===== src/midi_defs.svh =====
`ifndef MIDI_DEFS_SVH
`define MIDI_DEFS_SVH

// number of synthesizer voices
`define NUM_VOICES 32

// width of a voice index
`define VOICE_BITS 5

// one tracker entry per MIDI note number
`define NOTE_DEPTH 128

// width of a raw MIDI byte, data bytes use the lower seven bits
`define MIDI_BYTE 8

`endif


===== src/midi_pkg.sv =====
`default_nettype none

`include "midi_defs.svh"

package midi_pkg;

    // high nibble of a channel status byte
    typedef enum logic [3:0] {
        NOTE_OFF_OP = 4'h8,
        NOTE_ON_OP  = 4'h9,
        CONTROL_OP  = 4'hB,
        OTHER_OP    = 4'h0
    } midi_opcode_t;

    // message handler FSM
    typedef enum logic [2:0] {
        IDLE,
        HANDLE,
        NOTE_OFF,
        NOTE_ON,
        CONTROLLER,
        WAIT,
        DONE
    } handler_state_t;

    // byte parser FSM
    typedef enum logic [1:0] {
        WAIT_STATUS,
        WAIT_DATA1,
        WAIT_DATA2
    } parser_state_t;

    typedef logic [`VOICE_BITS-1:0] voice_idx_t;

endpackage

`default_nettype wire


===== src/midi_msg_if.sv =====
`timescale 1ns/10ps
`default_nettype none

`include "midi_defs.svh"

// one complete channel message, valid for a single cycle
interface midi_msg_if;

    logic                  valid;
    logic [`MIDI_BYTE-1:0] status;
    logic [`MIDI_BYTE-2:0] data1;
    logic [`MIDI_BYTE-2:0] data2;

    modport source (
        output valid, status, data1, data2
    );

    modport sink (
        input valid, status, data1, data2
    );

endinterface

`default_nettype wire


===== src/midi_byte_parser.sv =====
`timescale 1ns/10ps
`default_nettype none

`include "midi_defs.svh"

module midi_byte_parser (
    input  wire logic                  clk,
    input  wire logic                  reset,
    input  wire logic                  byte_valid,
    input  wire logic [`MIDI_BYTE-1:0] byte_data,
    midi_msg_if.source                 msg
);

    import midi_pkg::*;

    parser_state_t         state;
    logic [`MIDI_BYTE-1:0] running_status;
    logic [`MIDI_BYTE-2:0] data1_q;
    logic                  is_status;
    logic                  is_system;
    logic                  tracked_op;

    assign is_status = byte_data[`MIDI_BYTE-1];
    // system common and real-time bytes, ignored
    assign is_system = (byte_data[7:4] == 4'hF);
    // only the two-data-byte opcodes the handler acts on are followed
    assign tracked_op = byte_data[7:4] inside {NOTE_OFF_OP, NOTE_ON_OP, CONTROL_OP};

    always_ff @(posedge clk) begin
        if (reset) begin
            state     <= WAIT_STATUS;
            msg.valid <= 1'b0;
        end else begin
            msg.valid <= 1'b0;
            if (byte_valid) begin
                if (is_status) begin
                    // a new channel status restarts the data count
                    if (!is_system) begin
                        state <= tracked_op ? WAIT_DATA1 : WAIT_STATUS;
                    end
                end else begin
                    case (state)
                        WAIT_DATA1: state <= WAIT_DATA2;
                        WAIT_DATA2: begin
                            msg.valid <= 1'b1;
                            // running status, next pair reuses the same status
                            state <= WAIT_DATA1;
                        end
                        // data without a status byte is dropped
                        default: state <= WAIT_STATUS;
                    endcase
                end
            end
        end
    end

    always_ff @(posedge clk) begin
        if (byte_valid && is_status && !is_system) begin
            running_status <= byte_data;
        end
        if (byte_valid && !is_status && state == WAIT_DATA1) begin
            data1_q <= byte_data[`MIDI_BYTE-2:0];
        end
        if (byte_valid && !is_status && state == WAIT_DATA2) begin
            msg.status <= running_status;
            msg.data1  <= data1_q;
            msg.data2  <= byte_data[`MIDI_BYTE-2:0];
        end
    end

    // two data bytes separate any two messages
    a_valid_single: assert property (@(posedge clk) disable iff (reset)
        msg.valid |=> !msg.valid);

endmodule

`default_nettype wire


===== src/voice_allocator.sv =====
`timescale 1ns/10ps
`default_nettype none

`include "midi_defs.svh"

module voice_allocator (
    input  wire logic                   clk,
    input  wire logic                   reset,
    input  wire logic [`NUM_VOICES-1:0] playing,
    input  wire logic                   update_mixer,
    output midi_pkg::voice_idx_t        free_voice,
    output logic                        all_busy,
    output logic [`VOICE_BITS:0]        active_count,
    output logic [7:0]                  gain
);

    import midi_pkg::*;

    typedef logic [7:0] gain_table_t [0:`NUM_VOICES];

    // mixer gain per active voice count, full scale when silent
    function automatic gain_table_t build_gain_table();
        gain_table_t table_out;
        for (int n = 0; n <= `NUM_VOICES; n++) begin
            if (n == 0) begin
                table_out[n] = 8'd255;
            end else begin
                table_out[n] = 8'(255 / n);
            end
        end
        return table_out;
    endfunction

    localparam gain_table_t GAIN_TABLE = build_gain_table();

    // population count of the playing vector
    always_comb begin
        active_count = '0;
        for (int i = 0; i < `NUM_VOICES; i++) begin
            active_count = active_count + (`VOICE_BITS+1)'(playing[i]);
        end
    end

    // lowest clear bit wins, scanned from the top so it is written last
    always_comb begin
        free_voice = '0;
        for (int i = `NUM_VOICES - 1; i >= 0; i--) begin
            if (!playing[i]) begin
                free_voice = voice_idx_t'(i);
            end
        end
    end

    assign all_busy = &playing;

    // gain only moves on the mixer strobe so the level changes between frames
    always_ff @(posedge clk) begin
        if (reset) begin
            gain <= '0;
        end else if (update_mixer) begin
            gain <= GAIN_TABLE[active_count];
        end
    end

endmodule

`default_nettype wire


===== src/voice_table.sv =====
`timescale 1ns/10ps
`default_nettype none

`include "midi_defs.svh"

module voice_table (
    input  wire logic                  clk,
    input  wire logic                  reset,
    input  wire logic                  voice_we,
    input  wire midi_pkg::voice_idx_t  voice_addr,
    input  wire logic [`MIDI_BYTE-2:0] voice_note,
    input  wire logic [`MIDI_BYTE-2:0] voice_velocity,
    input  wire logic                  voice_on,
    output logic [`NUM_VOICES-1:0]     playing
);

    localparam int DATA_W = `MIDI_BYTE - 1;

    // per voice entry, note in the upper half and velocity in the lower half
    logic [2*DATA_W-1:0] voice_regs [0:`NUM_VOICES-1];
    logic [DATA_W-1:0]   stored_note;

    assign stored_note = voice_regs[voice_addr][2*DATA_W-1:DATA_W];

    always_ff @(posedge clk) begin
        if (voice_we) begin
            voice_regs[voice_addr] <= {voice_note, voice_velocity};
        end
    end

    always_ff @(posedge clk) begin
        if (reset) begin
            playing <= '0;
        end else if (voice_we) begin
            playing[voice_addr] <= voice_on;
        end
    end

    // allocator and handler must only start voices that are silent
    a_on_to_free: assert property (@(posedge clk) disable iff (reset)
        voice_we && voice_on |-> !playing[voice_addr]);

    // tracker lookup in the handler must point at the voice holding that note
    a_off_matches_note: assert property (@(posedge clk) disable iff (reset)
        voice_we && !voice_on && playing[voice_addr] |-> stored_note == voice_note);

endmodule

`default_nettype wire


===== src/midi_msg_handler.sv =====
`timescale 1ns/10ps
`default_nettype none

`include "midi_defs.svh"

module midi_msg_handler (
    input  wire logic                  clk,
    input  wire logic                  reset,
    midi_msg_if.sink                   msg,
    input  wire midi_pkg::voice_idx_t  free_voice,
    input  wire logic                  all_busy,
    input  wire logic                  ready_to_update,
    output logic                       voice_we,
    output midi_pkg::voice_idx_t       voice_addr,
    output logic [`MIDI_BYTE-2:0]      voice_note,
    output logic [`MIDI_BYTE-2:0]      voice_velocity,
    output logic                       voice_on,
    output logic [15:0]                controller_values,
    output logic                       update_all,
    output logic [`NUM_VOICES-1:0]     update_note
);

    import midi_pkg::*;

    handler_state_t         state;
    handler_state_t         next_state;
    midi_opcode_t           opcode_q;
    logic [`MIDI_BYTE-2:0]  data1_q;
    logic [`MIDI_BYTE-2:0]  data2_q;
    voice_idx_t             note_tracker [0:`NOTE_DEPTH-1];
    voice_idx_t             tracked_voice;
    logic [`NUM_VOICES-1:0] pending_mask;
    logic                   pending_all;

    function automatic midi_opcode_t decode_opcode(input logic [3:0] nibble);
        case (nibble)
            4'h8:    return NOTE_OFF_OP;
            4'h9:    return NOTE_ON_OP;
            4'hB:    return CONTROL_OP;
            default: return OTHER_OP;
        endcase
    endfunction

    always_ff @(posedge clk) begin
        if (reset) begin
            state <= IDLE;
        end else begin
            state <= next_state;
        end
    end

    always_comb begin
        next_state = state;
        case (state)
            IDLE: begin
                if (msg.valid) next_state = HANDLE;
            end
            HANDLE: begin
                case (opcode_q)
                    NOTE_OFF_OP: next_state = NOTE_OFF;
                    NOTE_ON_OP: begin
                        // velocity zero is a note-off in disguise
                        if (data2_q == '0) begin
                            next_state = NOTE_OFF;
                        end else if (all_busy) begin
                            next_state = IDLE;
                        end else begin
                            next_state = NOTE_ON;
                        end
                    end
                    CONTROL_OP: next_state = CONTROLLER;
                    default:    next_state = IDLE;
                endcase
            end
            NOTE_OFF, NOTE_ON, CONTROLLER: next_state = WAIT;
            WAIT: begin
                if (ready_to_update) next_state = DONE;
            end
            default: next_state = IDLE;
        endcase
    end

    // messages arriving while busy are lost
    always_ff @(posedge clk) begin
        if (state == IDLE && msg.valid) begin
            opcode_q <= decode_opcode(msg.status[7:4]);
            data1_q  <= msg.data1;
            data2_q  <= msg.data2;
        end
    end

    // note number to voice map, read registered so HANDLE sets up NOTE_OFF
    always_ff @(posedge clk) begin
        if (state == NOTE_ON) begin
            note_tracker[data1_q] <= free_voice;
        end
        tracked_voice <= note_tracker[data1_q];
    end

    assign voice_we       = (state == NOTE_ON) || (state == NOTE_OFF);
    assign voice_on       = (state == NOTE_ON);
    assign voice_addr     = voice_on ? free_voice : tracked_voice;
    assign voice_note     = data1_q;
    assign voice_velocity = data2_q;

    // changes collect here until the frame tick lets them out
    always_ff @(posedge clk) begin
        if (reset) begin
            pending_mask      <= '0;
            pending_all       <= 1'b0;
            controller_values <= '0;
        end else begin
            if (voice_we) begin
                pending_mask[voice_addr] <= 1'b1;
            end
            if (state == CONTROLLER) begin
                controller_values <= {1'b0, data2_q, 1'b0, data1_q};
                pending_all       <= 1'b1;
            end
            if (state == DONE) begin
                pending_mask <= '0;
                pending_all  <= 1'b0;
            end
        end
    end

    assign update_all  = (state == DONE) && pending_all;
    assign update_note = (state == DONE) ? pending_mask : '0;

    // a note-on write only lands while the allocator still offers a free voice
    a_on_not_busy: assert property (@(posedge clk) disable iff (reset)
        voice_we && voice_on |-> !all_busy);

endmodule

`default_nettype wire


===== src/midi_voice_ctrl_top.sv =====
`timescale 1ns/10ps
`default_nettype none

`include "midi_defs.svh"

module midi_voice_ctrl_top (
    input  wire logic                   clk,
    input  wire logic                   reset,
    input  wire logic                   byte_valid,
    input  wire logic [`MIDI_BYTE-1:0]  byte_data,
    input  wire logic                   ready_to_update,
    input  wire logic                   update_mixer,
    output wire logic                   voice_we,
    output wire logic [`VOICE_BITS-1:0] voice_addr,
    output wire logic [`MIDI_BYTE-2:0]  voice_note,
    output wire logic [`MIDI_BYTE-2:0]  voice_velocity,
    output wire logic                   voice_on,
    output wire logic [15:0]            controller_values,
    output wire logic                   update_all,
    output wire logic [`NUM_VOICES-1:0] update_note,
    output wire logic [7:0]             gain,
    output wire logic [`NUM_VOICES-1:0] playing
);

    logic [`VOICE_BITS-1:0] free_voice;
    logic                   all_busy;

    midi_msg_if msg_bus ();

    midi_byte_parser i_parser (
        .clk        (clk),
        .reset      (reset),
        .byte_valid (byte_valid),
        .byte_data  (byte_data),
        .msg        (msg_bus.source)
    );

    midi_msg_handler i_handler (
        .clk               (clk),
        .reset             (reset),
        .msg               (msg_bus.sink),
        .free_voice        (free_voice),
        .all_busy          (all_busy),
        .ready_to_update   (ready_to_update),
        .voice_we          (voice_we),
        .voice_addr        (voice_addr),
        .voice_note        (voice_note),
        .voice_velocity    (voice_velocity),
        .voice_on          (voice_on),
        .controller_values (controller_values),
        .update_all        (update_all),
        .update_note       (update_note)
    );

    // active count only feeds the gain lookup inside the allocator
    voice_allocator i_allocator (
        .clk          (clk),
        .reset        (reset),
        .playing      (playing),
        .update_mixer (update_mixer),
        .free_voice   (free_voice),
        .all_busy     (all_busy),
        .active_count (),
        .gain         (gain)
    );

    voice_table i_voice_table (
        .clk            (clk),
        .reset          (reset),
        .voice_we       (voice_we),
        .voice_addr     (voice_addr),
        .voice_note     (voice_note),
        .voice_velocity (voice_velocity),
        .voice_on       (voice_on),
        .playing        (playing)
    );

endmodule

`default_nettype wire


===== config.mk =====
export PLATFORM = sky130hd
export DESIGN_NAME = midi_voice_ctrl_top
export DESIGN_NICKNAME = d
export VERILOG_FILES = /design/src/midi_pkg.sv /design/src/midi_msg_if.sv /design/src/midi_byte_parser.sv /design/src/voice_allocator.sv /design/src/voice_table.sv /design/src/midi_msg_handler.sv /design/src/midi_voice_ctrl_top.sv
export VERILOG_INCLUDE_DIRS = /design/src
export SDC_FILE = /design/constraint.sdc
export NUM_CORES = 1
export LEC_CHECK = 0
export ABC_AREA = 1
export BUFFER_PORTS_ARGS = -buffer_cell sky130_fd_sc_hd__buf_2
export CAP_MARGIN = 40
export CELL_PAD_IN_SITES_DETAIL_PLACEMENT = 1
export CELL_PAD_IN_SITES_GLOBAL_PLACEMENT = 1
export CORE_UTILIZATION = 37
export CTS_BUF_LIST = sky130_fd_sc_hd__clkbuf_8
export CTS_CLUSTER_SIZE = 8
export DETAILED_ROUTE_END_ITERATION = 8
export GPL_TIMING_DRIVEN = 0
export PLACE_DENSITY_LB_ADDON = 0.1
export SYNTH_ARGS = -nofsm -noshare
export SYNTH_HDL_FRONTEND = slang
export SYNTH_SLANG_ARGS = --single-unit
export TNS_END_PERCENT = 1

===== constraint.sdc =====
create_clock -name clk -period 12.5 [get_ports clk]
set_input_delay 1.875 -clock clk [delete_from_list [all_inputs] [get_ports clk]]
set_output_delay 1.875 -clock clk [all_outputs]
set_load 0.02 [all_outputs]

==> metrics.csv <==
metric,value,unit
status,"finished, final reports clean",
TritonCTS clock tree,built,
final total negative setup slack,0,ns
layout cells sized above 1,15.7,%
Worst Hold Class,flip-flop to flip-flop,
Place WS,6.07,ns
clock insertion delay at the later pin of the skew report,0.81,ns
min Tclk post-route,6.47,ns
number of slew-limit violations in the final report,0,
utilization after layout,44.1,%
Crit Path Max Fanout,9,
half-perimeter wire length after placement,83500,um
launch instance of the worst register-to-register path,i_voice_table.playing[0]$_SDFFE_PP0P_,
Slew Limit Headroom,40.8,%
Root Driver,clkbuf_8,
Post-CTS Hold Fix Bufs,0,
detailed-route vias per instance,5.68,
Gate Count Post-Synth,2289,
mean area per synthesized cell,13.4,um2
first-pass GRT wire length,162000,um
part of the cycle the worst path needs,51.8,%
TritonCTS Sinks,784,
pin count of the biggest net entering global routing,78,
count of buffers from port buffering,119,
final-report hold violation count,0,
initial core utilization,37.3,%
"number of standard cells in the layout, taps in and fillers out",3799,
drt initial violations,1987,
clock transition at the registers of the reported paths,0.06,ns
Placement Cell Area,33700,um2
worst slew pin tran,0.884,ns
Detail Route Antenna Nets,0,
post-synthesis register bit count,784,
distinct cell type count of the synthesized netlist,48,
sequential element share of the synthesized area,73.7,%
share of synthesized flip-flops with an asynchronous set or reset,0,%
endpoint class of the critical path,flip-flop,
number of enable-type register cells in the synthesized netlist,686,
number of nets in the finished design,2671,
area of the die,83900,um2
total global routing track utilization,27.8,%
Cells after DPL,3550,
Compound-Gate Fraction of Synth Area,9.54,%
cell area after synthesis,30600,um2
worst-case hold slack,0.419,ns
Setup WS post-layout,6.03,ns
CTS-repair resized insts,0,
unrepaired setup endpoints after global routing,false,
worst supply voltage drop on vdd,0.0762,mV
crit start category,flip-flop,
detailed-route via count,21600,
cell depth of the worst flop-to-flop path,17,
H-tree level count,4,
number of setup violations in the final report,0,
top achievable clock speed,0.155,GHz
clock buffer count from CTS,140,
deepest clock path buffer count,3,
routed len/inst,30.7,um
CP endpoint,i_allocator.gain[0]$_SDFFE_PP0P_,
vias in the first global route,21400,
placement row count,105,
number of antenna violations at the first check in global routing,4,
multiplexer share of the synthesized area,0,%
Vert. Die Dim,290,um
count of buffers added by post-CTS timing repair for setup,0,
DRC viols,0,
arrival time reported for the critical path endpoint,7.18,ns
io pins,123,
origin of the worst setup path,i_voice_table.playing[0]$_SDFFE_PP0P_,
max-cap violations,0,
horizontal die dimension,290,um
static leakage,13.5,nW
required time worst endpoint,13.21,ns
ratio of total power to cell area,139,nW/um2
weighted congestion at the end of routability-driven global placement,0.919,
largest family of logic cells by synthesized area,simple AND/OR/NAND/NOR gates,
area of all placed cells without fillers,36100,um2
worst-case register-to-register setup slack,6.03,ns
YS warnings,0,
Synth Area in XOR/XNOR,0.0572,%
"most common cell after layout, fill and taps aside",edfxtp_1,
startpoint-to-endpoint class of the critical path,flip-flop to flip-flop,
"commonest non-fill, non-tap cells in the layout","edfxtp_1 (686), nand2_1 (363), nor2_1 (291), inv_1 (194), buf_2 (160)",
routed wire length,117000,um
adder and majority gate portion of the synthesized area,2.06,%
total power after layout,5.03,mW
"post-synthesis share of cell area spent on and, or, nand and nor gates",11.2,%
drt pass-1 iters,6,
dominant synthesized flop cell,edfxtp_1,
Std-Cell Core Area,82000,um2
skew final,0.0467,ns
number of fill cells,8579,
gr ovfl total,0,
destination of the worst register-to-register timing path,i_allocator.gain[0]$_SDFFE_PP0P_,
synthesis-to-finish area growth,18.1,%
==> area by class of cell <==
| class | count | area [um2] | area share [%] |
|---|---|---|---|
| antenna | 3 | 7.51 | 0.0208 |
| timing repair buffer | 190 | 1620 | 4.49 |
| inverter | 155 | 584 | 1.62 |
| multi-input combinational | 1244 | 7070 | 19.6 |
| buffer | 107 | 480 | 1.33 |
| clock buffer | 145 | 2000 | 5.52 |
| sequential | 784 | 22600 | 62.4 |
| tap | 1070 | 1340 | 3.70 |
| clock inverter | 101 | 485 | 1.34 |
==> layer usage <==
metal	wire (um)	up-vias	part of all wire, %	track usage [%]
met5	0	-	0	0
met4	4260	0	3.7	10.6
met3	7730	220	6.6	4.52
met2	53800	908	46	43.1
met1	50900	11300	44	39.4
li1	-	9166	-	-
==> worst min-delay path by stage <==
stage,start,to,slack (ns),depth (start not counted)
after detailed placement,i_parser.running_status[4]$_DFFE_PP_,i_parser.msg.status[4]$_DFFE_PP_,0.41,0
after CTS,i_parser.msg.data1[0]$_DFFE_PP_,i_handler.voice_note[0]$_DFFE_PP_,0.42,0
after global placement,i_parser.running_status[6]$_DFFE_PP_,i_parser.msg.status[6]$_DFFE_PP_,0.40,0
after floorplan,i_parser.msg.data1[0]$_DFFE_PP_,i_handler.voice_note[0]$_DFFE_PP_,0.40,0
after global routing,i_parser.msg.data1[2]$_DFFE_PP_,i_handler.voice_note[2]$_DFFE_PP_,0.42,0
final,i_parser.msg.data1[2]$_DFFE_PP_,i_handler.voice_note[2]$_DFFE_PP_,0.42,0
==> sequential cells by signal, summed over array words and instances, names as in the netlist, 5 cells and up <==
register,flops
i_parser.data1_q,7
i_handler.controller_values,14
i_handler.pending_mask,32
i_allocator.gain,8
i_parser.msg.data2,7
i_handler.note_tracker,640
i_handler.voice_note,7
i_parser.msg.data1,7
i_handler.voice_velocity,7
i_handler.tracked_voice,5
i_voice_table.playing,32
==> kinds of logic after synthesis <==
logic type / Yosys count
simple gates: 809
flops: 784
compound gates: 395
buf+inv: 262
fa+ha+maj: 36
xor+xnor: 2
other cells: 1
==> report_power, final <==
| part | total (mW) | internal [mW] | switching [mW] |
|---|---|---|---|
| clock | 2.19 | 1.10 | 1.10 |
| combinational | 0.0275 | 0.00683 | 0.0206 |
| sequential | 2.81 | 2.81 | 0.00174 |
| total | 5.03 | 3.92 | 1.12 |
==> synthesized netlist by cell type, types with 2 or more instances <==
cell type,instances,area share (%)
a22o_1,88,2.5
ha_1,12,0.49
a221oi_1,82,2.3
a41oi_1,3,0.086
a31oi_1,6,0.12
a211oi_1,2,0.049
o21ai_0,39,0.64
buf_2,38,0.62
dfxtp_1,98,6.4
nor3_1,18,0.29
edfxtp_1,686,67
o22ai_1,2,0.041
nand4_1,95,1.9
nand2_1,363,4.5
buf_1,6,0.074
inv_1,147,1.8
nor4_1,2,0.041
nor2_1,292,3.6
buf_4,3,0.074
clkbuf_1,59,0.72
clkinv_1,7,0.086
nor3_2,2,0.065
fa_1,24,1.6
a21oi_1,67,1.1
o211ai_1,4,0.098
nand3_2,7,0.23
or4_1,2,0.049
o41ai_1,3,0.086
a22oi_1,87,2.1
o2111ai_1,2,0.057
o311ai_0,3,0.086
nand3_1,24,0.39
==> worst max-delay path, cell delays in order (launching register included) <==
cell	delay, ns
dfxtp_1	0.48
ha_1	0.28
inv_1	0.07
fa_1	0.42
fa_1	0.57
fa_1	0.46
fa_1	0.50
fa_1	0.59
fa_1	0.45
fa_1	0.43
fa_1	0.47
xnor2_1	0.52
clkinv_1	0.42
a21oi_1	0.28
o21ai_0	0.12
o311ai_0	0.09
nand2_1	0.09
a41oi_1	0.15
No activity file was read; power rests on OpenSTA's default activity.
